==> config.mk <==
export PLATFORM = sky130hd
export DESIGN_NAME = lane_rx
export DESIGN_NICKNAME = d
export VERILOG_FILES = /design/src/elink_pkg.sv /design/src/lane_rx.sv
export VERILOG_INCLUDE_DIRS = /design/src /design/src/include
export SDC_FILE = /design/constraint.sdc
export NUM_CORES = 1
export LEC_CHECK = 0
export ABC_AREA = 0
export BUFFER_PORTS_ARGS = -buffer_cell sky130_fd_sc_hd__buf_4
export CAP_MARGIN = 20
export CORE_ASPECT_RATIO = 1.25
export CORE_MARGIN = 2
export CORE_UTILIZATION = 55
export DETAILED_ROUTE_END_ITERATION = 8
export GPL_TIMING_DRIVEN = 0
export PLACE_DENSITY_LB_ADDON = 0.05
export SYNTH_ARGS = -nofsm -noshare
export SYNTH_HDL_FRONTEND = slang
export SYNTH_SLANG_ARGS = --single-unit
==> constraint.sdc <==
create_clock -name clkin -period 8.6 [get_ports clkin]
set_clock_uncertainty 0.15 [all_clocks]
set_input_delay 0.86 -clock clkin [delete_from_list [all_inputs] [get_ports clkin]]
set_output_delay 0.86 -clock clkin [all_outputs]
set_load 0.01 [all_outputs]
==> src/include/elink_config.svh <==
`ifndef ELINK_CONFIG_SVH
`define ELINK_CONFIG_SVH

// Mesh packet width in bits
`define ELINK_PW 104

// Bytes per packet on the byte link
`define ELINK_NBYTES 13

// Word address width of the external memory, 32-bit words
`define ELINK_MEM_AW 8

`endif

==> src/elink_pkg.sv <==
package elink_pkg;

   // Mesh transaction, MSB first
   typedef struct packed {
      logic [31:0] srcaddr;    // Return address for read responses
      logic [31:0] data;       // Write data or read result
      logic [31:0] dstaddr;    // Target address
      logic [3:0]  ctrlmode;   // Passed through untouched
      logic [1:0]  datamode;   // Access size
      logic        write;      // Packet bit 1, selects lane
      logic        spare;      // Bit 0, unused by this link
   } emesh_packet_t;

   // One beat on the byte link
   typedef struct packed {
      logic       frame;       // High on every byte of a packet
      logic [7:0] data;        // Payload byte, LSB of packet first
   } link_byte_t;

   // Lane flavor, value matches the write flag it accepts
   typedef enum logic {
      LANE_READ  = 1'b0,       // Takes write=0 packets
      LANE_WRITE = 1'b1        // Takes write=1 packets
   } lane_kind_t;

   // Transmitter FSM
   typedef enum logic {
      TX_IDLE = 1'b0,          // Waiting for packet or for link
      TX_SEND = 1'b1           // Frame in progress
   } tx_state_t;

endpackage

==> src/lane_rx.sv <==
`timescale 1ns/1ps
`include "elink_config.svh"

module lane_rx
   import elink_pkg::*;
(
   input  logic          clkin,
   input  logic          reset,
   input  link_byte_t    link_in,             // Framed bytes from lane_tx
   output logic          link_hold,           // Blocks next frame while full
   output logic          rx_valid,            // Held packet ready
   output emesh_packet_t rx_packet,
   input  logic          rx_wait              // Consumer not ready
);

   localparam int PW = `ELINK_PW;
   localparam int NB = `ELINK_NBYTES;
   localparam int CW = $clog2(NB + 1);

   logic [CW-1:0] cnt_q;                      // Bytes seen in this frame
   logic [PW-9:0] asm_q;                      // First twelve bytes
   logic          valid_q;                    // Output register full
   logic          done;                       // Last byte on the link now
   logic          take;                       // Consumer takes the packet

   assign done = link_in.frame & (cnt_q == CW'(NB - 1));
   assign take = valid_q & ~rx_wait;

   always_ff @(posedge clkin or posedge reset) begin
      if (reset) begin
         cnt_q   <= '0;
         valid_q <= 1'b0;
      end else begin
         if (link_in.frame) begin
            if (done)
               cnt_q <= '0;                   // Ready for next frame
            else
               cnt_q <= cnt_q + 1'b1;
         end
         if (done)
            valid_q <= 1'b1;                  // Edge after byte 13
         else if (take)
            valid_q <= 1'b0;
      end
   end

   // Bytes arrive LSB first, shift down from the top
   always_ff @(posedge clkin) begin
      if (link_in.frame && !done)
         asm_q <= {link_in.data, asm_q[PW-9:8]};
      if (done)
         rx_packet <= {link_in.data, asm_q};  // Last byte is the top one
   end

   // Tx never starts while full, so done never hits a full register
   assign link_hold = valid_q;
   assign rx_valid  = valid_q;

endmodule

==> out/results.tsv <==
stage	metric	value	unit
synthesis	Post-Syn Instances	227	
synthesis	register area share after synthesis	0.978	
clock_network	CTS sink count	205	
timing	final setup TNS	0	ps
clock_network	clk_lat worst skew	470	ps
placement	IO Port Bufs	117	
synthesis	count of different cell masters after synthesis	14	
timing	Final Critical Period	2480	ps
timing	Slew @ Worst Pin	900	ps
worst_setup_path	crit-path max FO	29	
synthesis	largest cells by area after synthesis	edfxtp_1, dfrtp_1, ha_1	
synthesis	most common cell in the synthesized netlist	edfxtp_1	
synthesis	Post-synth EDFFs	200	
route	initial DRC count	150	
global_routing	GRT busiest layer	met2	
global_routing	grt ovf	0	
worst_setup_path	worst r2r path cells	5	
worst_setup_path	slowest cell delay on critical path	750	ps
placement	Area after DPL	0.00746	mm2
flow_run	Max-cap violations	0	
worst_setup_path	reg2reg start	cnt_q[0]$_DFFE_PP0P_	
floorplanning	FP Rows	43	
floorplanning	width of the die	99.5	um
clock_network	htree depth	1	
floorplanning	Die H	123	um
route	via count	2592	
timing	final period utilization	0.288	
layout	ANT cells	0	
worst_setup_path	worst flop-to-flop path endpoint	asm_q[82]$_DFFE_PP_	
layout	Layout area overhead	27.8	%
worst_setup_path	critical path arrival	2490	ps
clock_network	TritonCTS buffer count	19	
placement	Final HPWL DP	5.69	mm
layout	layout cells sized above 1	0.395	
timing	worst hold margin	148	ps
clock_network	Post-CTS Hold Fix Bufs	0	
floorplanning	Core Box Area	0.0111	mm2
timing	Final setup viols	0	
worst_setup_path	crit-path cells	inv_1, ha_1, a31oi_4, buf_12, buf_12	
worst_setup_path	Critical path buffers and inverters	3	
clock_network	CTS root buffer	clkbuf_16	
layout	Final nets	385	
route	Routed wire per std cell	17.2	um
synthesis	area fraction of the dominant cell type after synthesis	0.958	
global_routing	initial antenna violation count	0	
clock_network	Clock Path Buffers	3	
placement	GP Congestion	0.674	
timing	Worst slew margin	0.400	
timing	final slew viol count	0	
synthesis	Synth warnings	0	
global_routing	GRT met2 Usage	0.242	
worst_setup_path	CP Class	reg -> reg	
synthesis	syn nets	241	
clock_network	post-cts resize count	0	
worst_setup_path	most used cell, CP	buf_12	
worst_setup_path	CP required	8620	ps
global_routing	routing usage on met3	0.0379	
worst_setup_path	Crit-path slowest cell	a31oi_4	
worst_setup_path	CP delay by family, top	compound AO/OA/AOI/OAI gates	
floorplanning	Starting Density	0.565	
global_routing	met1 usage	0.185	
synthesis	Syn Area/Cell	27.6	um2
layout	Core Util, Final	0.723	
timing	Final Hold Vio Count	0	
timing	RSZ-0062 raised after global routing	false	
worst_hold_path	worst min path class	in -> async	
power	peak supply drop	184	uV
clock_network	Clock transition at path regs	60	ps
timing	f_max	0.404	GHz
status	status	complete, no violations	
route	routed wire length	8.88	mm
route	Vias/cell	5.01	
global_routing	vias in the first global route	2603	
power	Power Total	2.08	mW
global_routing	pin count of the biggest net entering global routing	34	
synthesis	top_reg_cell synth	edfxtp_1	
route	Residual DRC	0	
floorplanning	num ports	118	
global_routing	first-pass GRT wire length	13.5	mm
power	leak pwr	2.90	nW
clock_network	CTS tree	done	
layout	fill count	661	
worst_setup_path	FF-to-FF setup slack	6120	ps
synthesis	largest area contributor in the netlist	edfxtp_1	
clock_network	Post-CTS Setup Repair Bufs	0	
synthesis	#FFs+latches synth	205	
floorplanning	DIE AREA	0.0123	mm2
route	Pre-Repair DR Iteration Count	4	
power	pwr dens	259	mW/mm2
synthesis	Async SR Flop Fraction	0.0244	
route	Final ANT Viol Nets	0	
layout	design area	0.00801	mm2
worst_setup_path	CP Capture Type	register	
synthesis	Mapped Area	0.00627	mm2
synthesis	Post-synth top cells	edfxtp_1, dfrtp_1, nand2_1, o21ai_0, inv_1	
global_routing	Total GRT Usage	0.143	
worst_setup_path	critical path startpoint category	register	
cells in the final DEF, fill, tap and decap left out:
| cell type | Yosys | layout |
|---|---|---|
| bufinv_16 | 0 | 1 |
| ha_1 | 2 | 2 |
| o21ai_0 | 4 | 4 |
| nor2_4 | 0 | 1 |
| mux2_2 | 1 | 1 |
| buf_12 | 0 | 5 |
| clkinv_2 | 0 | 3 |
| inv_2 | 1 | 1 |
| nand2_1 | 4 | 4 |
| clkbuf_1 | 0 | 4 |
| a31oi_4 | 0 | 1 |
| clkbuf_16 | 0 | 19 |
| inv_1 | 3 | 3 |
| a21oi_1 | 2 | 2 |
| buf_16 | 0 | 1 |
| clkinv_1 | 0 | 5 |
| o41ai_1 | 1 | 1 |
| edfxtp_1 | 200 | 200 |
| dfrtp_1 | 5 | 5 |
| a21o_1 | 1 | 1 |
| buf_4 | 1 | 118 |
registers in the layout (all words and copies together) (netlist names):
register   flops
cnt_q          4
rx_packet    104
link_hold      1
asm_q         96
power breakdown:
| part | leakage (nW) | internal [mW] | total (mW) | switching, mW |
|---|---|---|---|---|
| clock network | 0.273 | 0.433 | 0.747 | 0.314 |
| registers | 1.94 | 1.20 | 1.23 | 0.0348 |
| logic | 0.692 | 0.0408 | 0.0997 | 0.0589 |
cell families (layout without fill, tap and decap cells):
family,Yosys count,in the layout,synth area share
AO/OA/AOI/OAI,9,9,0.00938
adder cells (fa/ha/maj),2,2,0.00399
buffers and inverters,5,160,0.00359
flip-flops,205,205,0.978
multiplexers,1,1,0.00180
AND/OR/NAND/NOR,5,5,0.00299
worst max-delay path by stage:
stage	from	endpoint	slack (ps)	depth (start not counted)
floorplan	link_in[8]	rx_packet[0]$_DFFE_PP_	2590	2
global placement	link_in[8]	rx_packet[6]$_DFFE_PP_	560	3
detailed placement	link_in[8]	asm_q[94]$_DFFE_PP_	5840	5
CTS	cnt_q[0]$_DFFE_PP0P_	asm_q[94]$_DFFE_PP_	6090	5
global route	cnt_q[0]$_DFFE_PP0P_	asm_q[82]$_DFFE_PP_	5970	5
finish	cnt_q[0]$_DFFE_PP0P_	asm_q[82]$_DFFE_PP_	6120	5
worst register-to-register path: cells and delay by family (launching register included):
family	cells	cell delay (ps)
buffers and inverters	3	610
AOI/OAI and AO/OA	1	750
DFF	1	380
adders and majority gates	1	270
metal layers:
layer | share of wire | vias up
met5 | 0 | -
met4 | 0.016 | 0
met3 | 0.060 | 15
met2 | 0.52 | 82
met1 | 0.41 | 1295
li1 | - | 1200
layout make-up:
| cell class | instances | area, um2 | share of cell area |
|---|---|---|---|
| multi-input combinational | 17 | 130 | 0.0162 |
| timing repair buffer | 123 | 1010 | 0.126 |
| clock buffer | 23 | 490 | 0.0612 |
| tap | 135 | 169 | 0.0211 |
| buffer | 1 | 7.51 | 0.000937 |
| sequential | 205 | 6130 | 0.765 |
| clock inverter | 9 | 63.8 | 0.00796 |
| inverter | 4 | 15.0 | 0.00187 |
per-stage QoR:
step | worst slack (ps) | cells
final | 6120 | 517
after global placement | 562 | 479
after CTS | 6090 | 517
after detailed placement | 5840 | 485
after global routing | 5970 | 517
after floorplan | 2590 | 227
(Power assumes the default switching activity.)
