--- config.mk ---
export PLATFORM = sky130hd
export DESIGN_NAME = lane_tx
export DESIGN_NICKNAME = d
export VERILOG_FILES = /design/src/elink_pkg.sv /design/src/lane_tx.sv
export VERILOG_INCLUDE_DIRS = /design/src /design/src/include
export SDC_FILE = /design/constraint.sdc
export NUM_CORES = 1
export LEC_CHECK = 0
export BUFFER_PORTS_ARGS = -buffer_cell sky130_fd_sc_hd__clkbuf_2
export CAP_MARGIN = 10
export CORE_MARGIN = 2
export CORE_UTILIZATION = 55
export CTS_CLUSTER_DIAMETER = 60
export DETAILED_ROUTE_END_ITERATION = 8
export GPL_TIMING_DRIVEN = 0
export PLACE_DENSITY = 0.8
export SLEW_MARGIN = 40
export SYNTH_ARGS = -nofsm -noshare
export SYNTH_HDL_FRONTEND = slang
export SYNTH_SLANG_ARGS = --single-unit
--- constraint.sdc ---
create_clock -name clkin -period 5.9 [get_ports clkin]
set_clock_uncertainty 0.2 [all_clocks]
set_input_delay 1.18 -clock clkin [delete_from_list [all_inputs] [get_ports clkin]]
set_output_delay 1.18 -clock clkin [all_outputs]
set_load 0.01 [all_outputs]
--- src/include/elink_config.svh ---
`ifndef ELINK_CONFIG_SVH
`define ELINK_CONFIG_SVH

// Mesh packet width in bits
`define ELINK_PW 104

// Bytes per packet on the byte link
`define ELINK_NBYTES 13

// Word address width of the external memory, 32-bit words
`define ELINK_MEM_AW 8

`endif

--- src/elink_pkg.sv ---
package elink_pkg;

   // Mesh transaction, MSB first
   typedef struct packed {
      logic [31:0] srcaddr;    // Return address for read responses
      logic [31:0] data;       // Write data or read result
      logic [31:0] dstaddr;    // Target address
      logic [3:0]  ctrlmode;   // Passed through untouched
      logic [1:0]  datamode;   // Access size
      logic        write;      // Packet bit 1, selects lane
      logic        spare;      // Bit 0, unused by this link
   } emesh_packet_t;

   // One beat on the byte link
   typedef struct packed {
      logic       frame;       // High on every byte of a packet
      logic [7:0] data;        // Payload byte, LSB of packet first
   } link_byte_t;

   // Lane flavor, value matches the write flag it accepts
   typedef enum logic {
      LANE_READ  = 1'b0,       // Takes write=0 packets
      LANE_WRITE = 1'b1        // Takes write=1 packets
   } lane_kind_t;

   // Transmitter FSM
   typedef enum logic {
      TX_IDLE = 1'b0,          // Waiting for packet or for link
      TX_SEND = 1'b1           // Frame in progress
   } tx_state_t;

endpackage

--- src/lane_tx.sv ---
`timescale 1ns/1ps
`include "elink_config.svh"

module lane_tx
   import elink_pkg::*;
#(
   parameter lane_kind_t KIND = LANE_READ     // Which packets this lane takes
) (
   input  logic          clkin,
   input  logic          reset,
   input  logic          ext_access,          // Host strobe, seen by both lanes
   input  emesh_packet_t ext_packet,
   output logic          lane_wait,           // Buffer busy, host holds off
   input  logic          link_hold,           // Receiver full, no new frame
   output link_byte_t    link_out
);

   localparam int PW = `ELINK_PW;
   localparam int NB = `ELINK_NBYTES;
   localparam int CW = $clog2(NB + 1);

   tx_state_t     state_q;
   logic [CW-1:0] cnt_q;                      // Bytes already on the link
   logic          full_q;                     // One packet buffered
   logic          frame_q;                    // Registered frame bit
   logic [7:0]    data_q;                     // Registered link byte
   logic [PW-1:0] shift_q;                    // Packet, next byte at bottom
   logic          kind_flag;                  // Write flag this lane wants
   logic          take;                       // Host packet accepted
   logic          start;                      // First byte goes out
   logic          last;                       // Frame just finished
   logic [PW-1:0] src;                        // Where the first byte comes from

   assign kind_flag = (KIND == LANE_WRITE);

   // Accept only our own kind, and only with a free buffer
   assign take = ext_access & (ext_packet.write == kind_flag) & ~full_q;

   // New frame needs a packet and a free receiver
   assign start = (state_q == TX_IDLE) & (take | full_q) & ~link_hold;

   assign last = (state_q == TX_SEND) & (cnt_q == CW'(NB));

   // Fresh packet bypasses the buffer on a direct start
   assign src = take ? ext_packet : shift_q;

   always_ff @(posedge clkin or posedge reset) begin
      if (reset) begin
         state_q <= TX_IDLE;
         cnt_q   <= '0;
         full_q  <= 1'b0;
         frame_q <= 1'b0;
      end else begin
         case (state_q)
            TX_IDLE: begin
               if (take)
                  full_q <= 1'b1;             // Hold host off from this edge
               if (start) begin
                  state_q <= TX_SEND;
                  cnt_q   <= CW'(1);          // Byte 0 leaves now
                  frame_q <= 1'b1;
               end
            end
            TX_SEND: begin
               if (last) begin
                  state_q <= TX_IDLE;
                  cnt_q   <= '0;
                  full_q  <= 1'b0;            // Buffer free after last byte
                  frame_q <= 1'b0;
               end else begin
                  cnt_q <= cnt_q + 1'b1;
               end
            end
            default: begin
               state_q <= TX_IDLE;
            end
         endcase
      end
   end

   // Payload path
   always_ff @(posedge clkin) begin
      if (start) begin
         data_q  <= src[7:0];
         shift_q <= {8'h00, src[PW-1:8]};
      end else if (take) begin
         shift_q <= ext_packet;               // Parked until link_hold drops
      end else if ((state_q == TX_SEND) && !last) begin
         data_q  <= shift_q[7:0];
         shift_q <= {8'h00, shift_q[PW-1:8]};
      end
   end

   assign lane_wait      = full_q;
   assign link_out.frame = frame_q;
   assign link_out.data  = data_q;

endmodule
==> results.cfg <==
[clock_network]
root_buffer = clkbuf_8
cts.repair.resized = 0
cts_htree_levels = 4
cts_tree = done
clock_sink_count = 119
cts-buffers-inserted = 17
worstSkewPairLatency_ns = 0.51
cts.repair_timing.setup_buffer_count = 0
cts_max_path_buffers = 2
clkTransAtPathRegs_ns = 0.05
ctsHoldBuffers = 0

[drt]
detail_route.iter0.violations = 365
ant_nets = 0
postRouteWirelength_um = 14300
drc_markers = 0
detail_route.wl_per_cell_um = 17.9
vias_per_cell = 5.72
via_count = 4584
drt-pass1-iter-count = 5

[global_routing]
grtUsageTotal_pct = 25.5
grt_start_max_net_pins = 41
first_pass_grt_wire_length_um = 22800
gr-total-overflow = 0
first_global_vias = 4699
grt_antenna_before_repair = 0

[place]
finalWeightedCongestion = 0.832
place.detailed.hpwl_um = 10200
numPortBuffers = 117
dp_worst_setup_slack_ns = 2.54

[cells_and_area]
drive_gt1_share_pct = 28.1
most_common_cell_after_layout_fill_and_taps_aside = clkbuf_2
syn_to_final_growth_pct = 23.8
multi_input_logic_area_um2 = 2240
register_area_um2 = 3460
final_core_utilization_pct = 69.1
fin_nets = 758
mostFrequentLayoutCells = 117 x clkbuf_2, 109 x nand2_1, 104 x edfxtp_1
antenna_cells = 0
layout.filler_cells = 794

[power_and_ir_drop]
power_density_nw_per_um2 = 514
power_leakage_nw = 3.02
vdd.ir_drop.worst_mv = 0.197
report.power.total_mw = 3.80

[synthesis]
async_flop_share_pct = 5.88
synth.yosys.seq_area_share_pct = 57.9
yosys_register_bits = 119
syn-cell-area_um2 = 5970
post_synth_inst_count = 510
ys_types = 34
synth_edf_count = 104
postSynthNetCount = 620
syn_avg_cell_area_um2 = 11.7
synth-warning-count = 0
synth_flop_cell = edfxtp_1

[timing]
final_hold_slack_ns = 0.293
hold_violations = 0
layout_min_cycle_time_ns = 2.84
postLayoutSetupSlackWorst_ns = 3.06
max_freq_mhz = 353
timing.max_slew.rel_slack_pct = 48.9
worst_slew_pin_slew_ns = 0.761
period_share_pct = 48.1
rsz0062_at_grt = no
timing_max_transition_violations_final = 0
tns_ns = 0
final-setup-viol-count = 0

[worst_setup_path]
worst_endpoint_required_time_ns = 5.90
critical_path_arrival_ns = 2.83
worst_r2r_startpoint = lane_wait$_DFFE_PP0P_
reg2reg_depth = 6
worst_r2r_endpoint = shift_q[66]$_DFFE_PP_
start_kind = input pin
critPathCaptureType = flip-flop
worst_setup_path_startpoint = ext_packet[1]
rrSetupSlack_ns = 3.36
cp_max_fo = 40
criticalPathCategory = in2reg

[worst_hold_path]
timing.hold.worst_endpoint = frame_q$_DFFE_PP0P_
hold_path_depth = 1
startpoint_of_the_worst_hold_path = frame_q$_DFFE_PP0P_
type_of_the_tightest_min_delay_check = reg2reg

[floorplan]
chipHeight_um = 108
core_region_area_um2 = 10700
die_footprint_um2 = 11700
floorplan.initialDensity_pct = 55.8
horizontal_extent_of_the_die_um = 108
num_ports = 118
row_count = 38

[flow_run]
max_cap_viol_count = 0

[outcome]
status = completed
[report_power, final]
part           leakage [nW]  switching (mW)  total, mW  internal (mW)
clock network         0.299           0.353       1.07          0.721
registers              1.26           0.129       1.64           1.51
logic                  1.46           0.652       1.08          0.429
[worst max-delay path: stages]
cell and delay [ns]:
clkbuf_2 0.10, or3b_1 0.39, buf_6 0.16, buf_6 0.16, buf_6 0.15, nand3_4 0.37, buf_12 0.30
[cells in the mapped netlist, types with 2 or more instances]
| cell | instances | area [um2] |
|---|---|---|
| inv_1 | 3 | 11.3 |
| mux2i_1 | 95 | 951 |
| o211ai_1 | 8 | 60.1 |
| edfxtp_1 | 104 | 3120 |
| buf_4 | 2 | 15.0 |
| ha_1 | 2 | 25.0 |
| clkbuf_1 | 11 | 41.3 |
| dfrtp_1 | 7 | 175 |
| o32ai_1 | 2 | 17.5 |
| nand2_1 | 109 | 409 |
| nand2b_1 | 2 | 12.5 |
| buf_6 | 15 | 169 |
| buf_2 | 10 | 50.1 |
| a21oi_1 | 9 | 45.0 |
| mux2_2 | 7 | 78.8 |
| o21ai_2 | 3 | 26.3 |
| nand3_1 | 2 | 10.0 |
| dfxtp_1 | 8 | 160 |
| o21ai_0 | 3 | 15.0 |
| o21ai_1 | 94 | 470 |
[registers in the layout, summed over array words and instances, names as in the netlist]
name,cells
lane_wait,1
state_q,1
shift_q,104
cnt_q,4
frame_q,1
data_q,8
[cells by family after synthesis]
kind of cell / Yosys count / synth area share [%]
AOI/OAI and AO/OA: 124 / 11.3
DFF: 119 / 57.9
buffers and inverters: 41 / 4.80
muxes: 102 / 17.2
and+or+nand+nor: 122 / 8.30
adders and majority gates: 2 / 0.419
[worst max path at each step]
stage	to	depth (start not counted)	slack (ns)
after floorplan	shift_q[0]$_DFFE_PP_	5	0.66
after global placement	shift_q[46]$_DFFE_PP_	6	-0.75
after detailed placement	shift_q[74]$_DFFE_PP_	7	2.54
after CTS	shift_q[74]$_DFFE_PP_	7	3.08
after global routing	shift_q[63]$_DFFE_PP_	7	3.00
final	shift_q[66]$_DFFE_PP_	7	3.06
[area by class of cell]
| cell class | instances | area share (%) |
|---|---|---|
| Clock inverter | 12 | 2.45 |
| Buffer | 38 | 3.72 |
| Multi-Input combinational cell | 350 | 30.3 |
| Tap cell | 140 | 2.37 |
| Timing Repair Buffer | 119 | 8.46 |
| Sequential cell | 119 | 46.8 |
| Inverter | 3 | 0.152 |
| Clock buffer | 20 | 5.76 |
[metrics by stage]
step	cell area [um2]	instances
after detailed placement	6780	769
final	7390	801
after CTS	7390	801
after global routing	7390	801
after floorplan	5970	510
after global placement	6730	767
[layer usage]
layer	track usage, %	wire, um	vias to the layer above	share of wire, %
met2	43.0	7300	169	51
met5	0	0	-	0
met4	9.80	179	0	1.2
met1	32.9	5990	2243	42
met3	4.88	866	19	6.0
li1	-	-	2153	-
No activity file was read; power rests on OpenSTA's default activity.
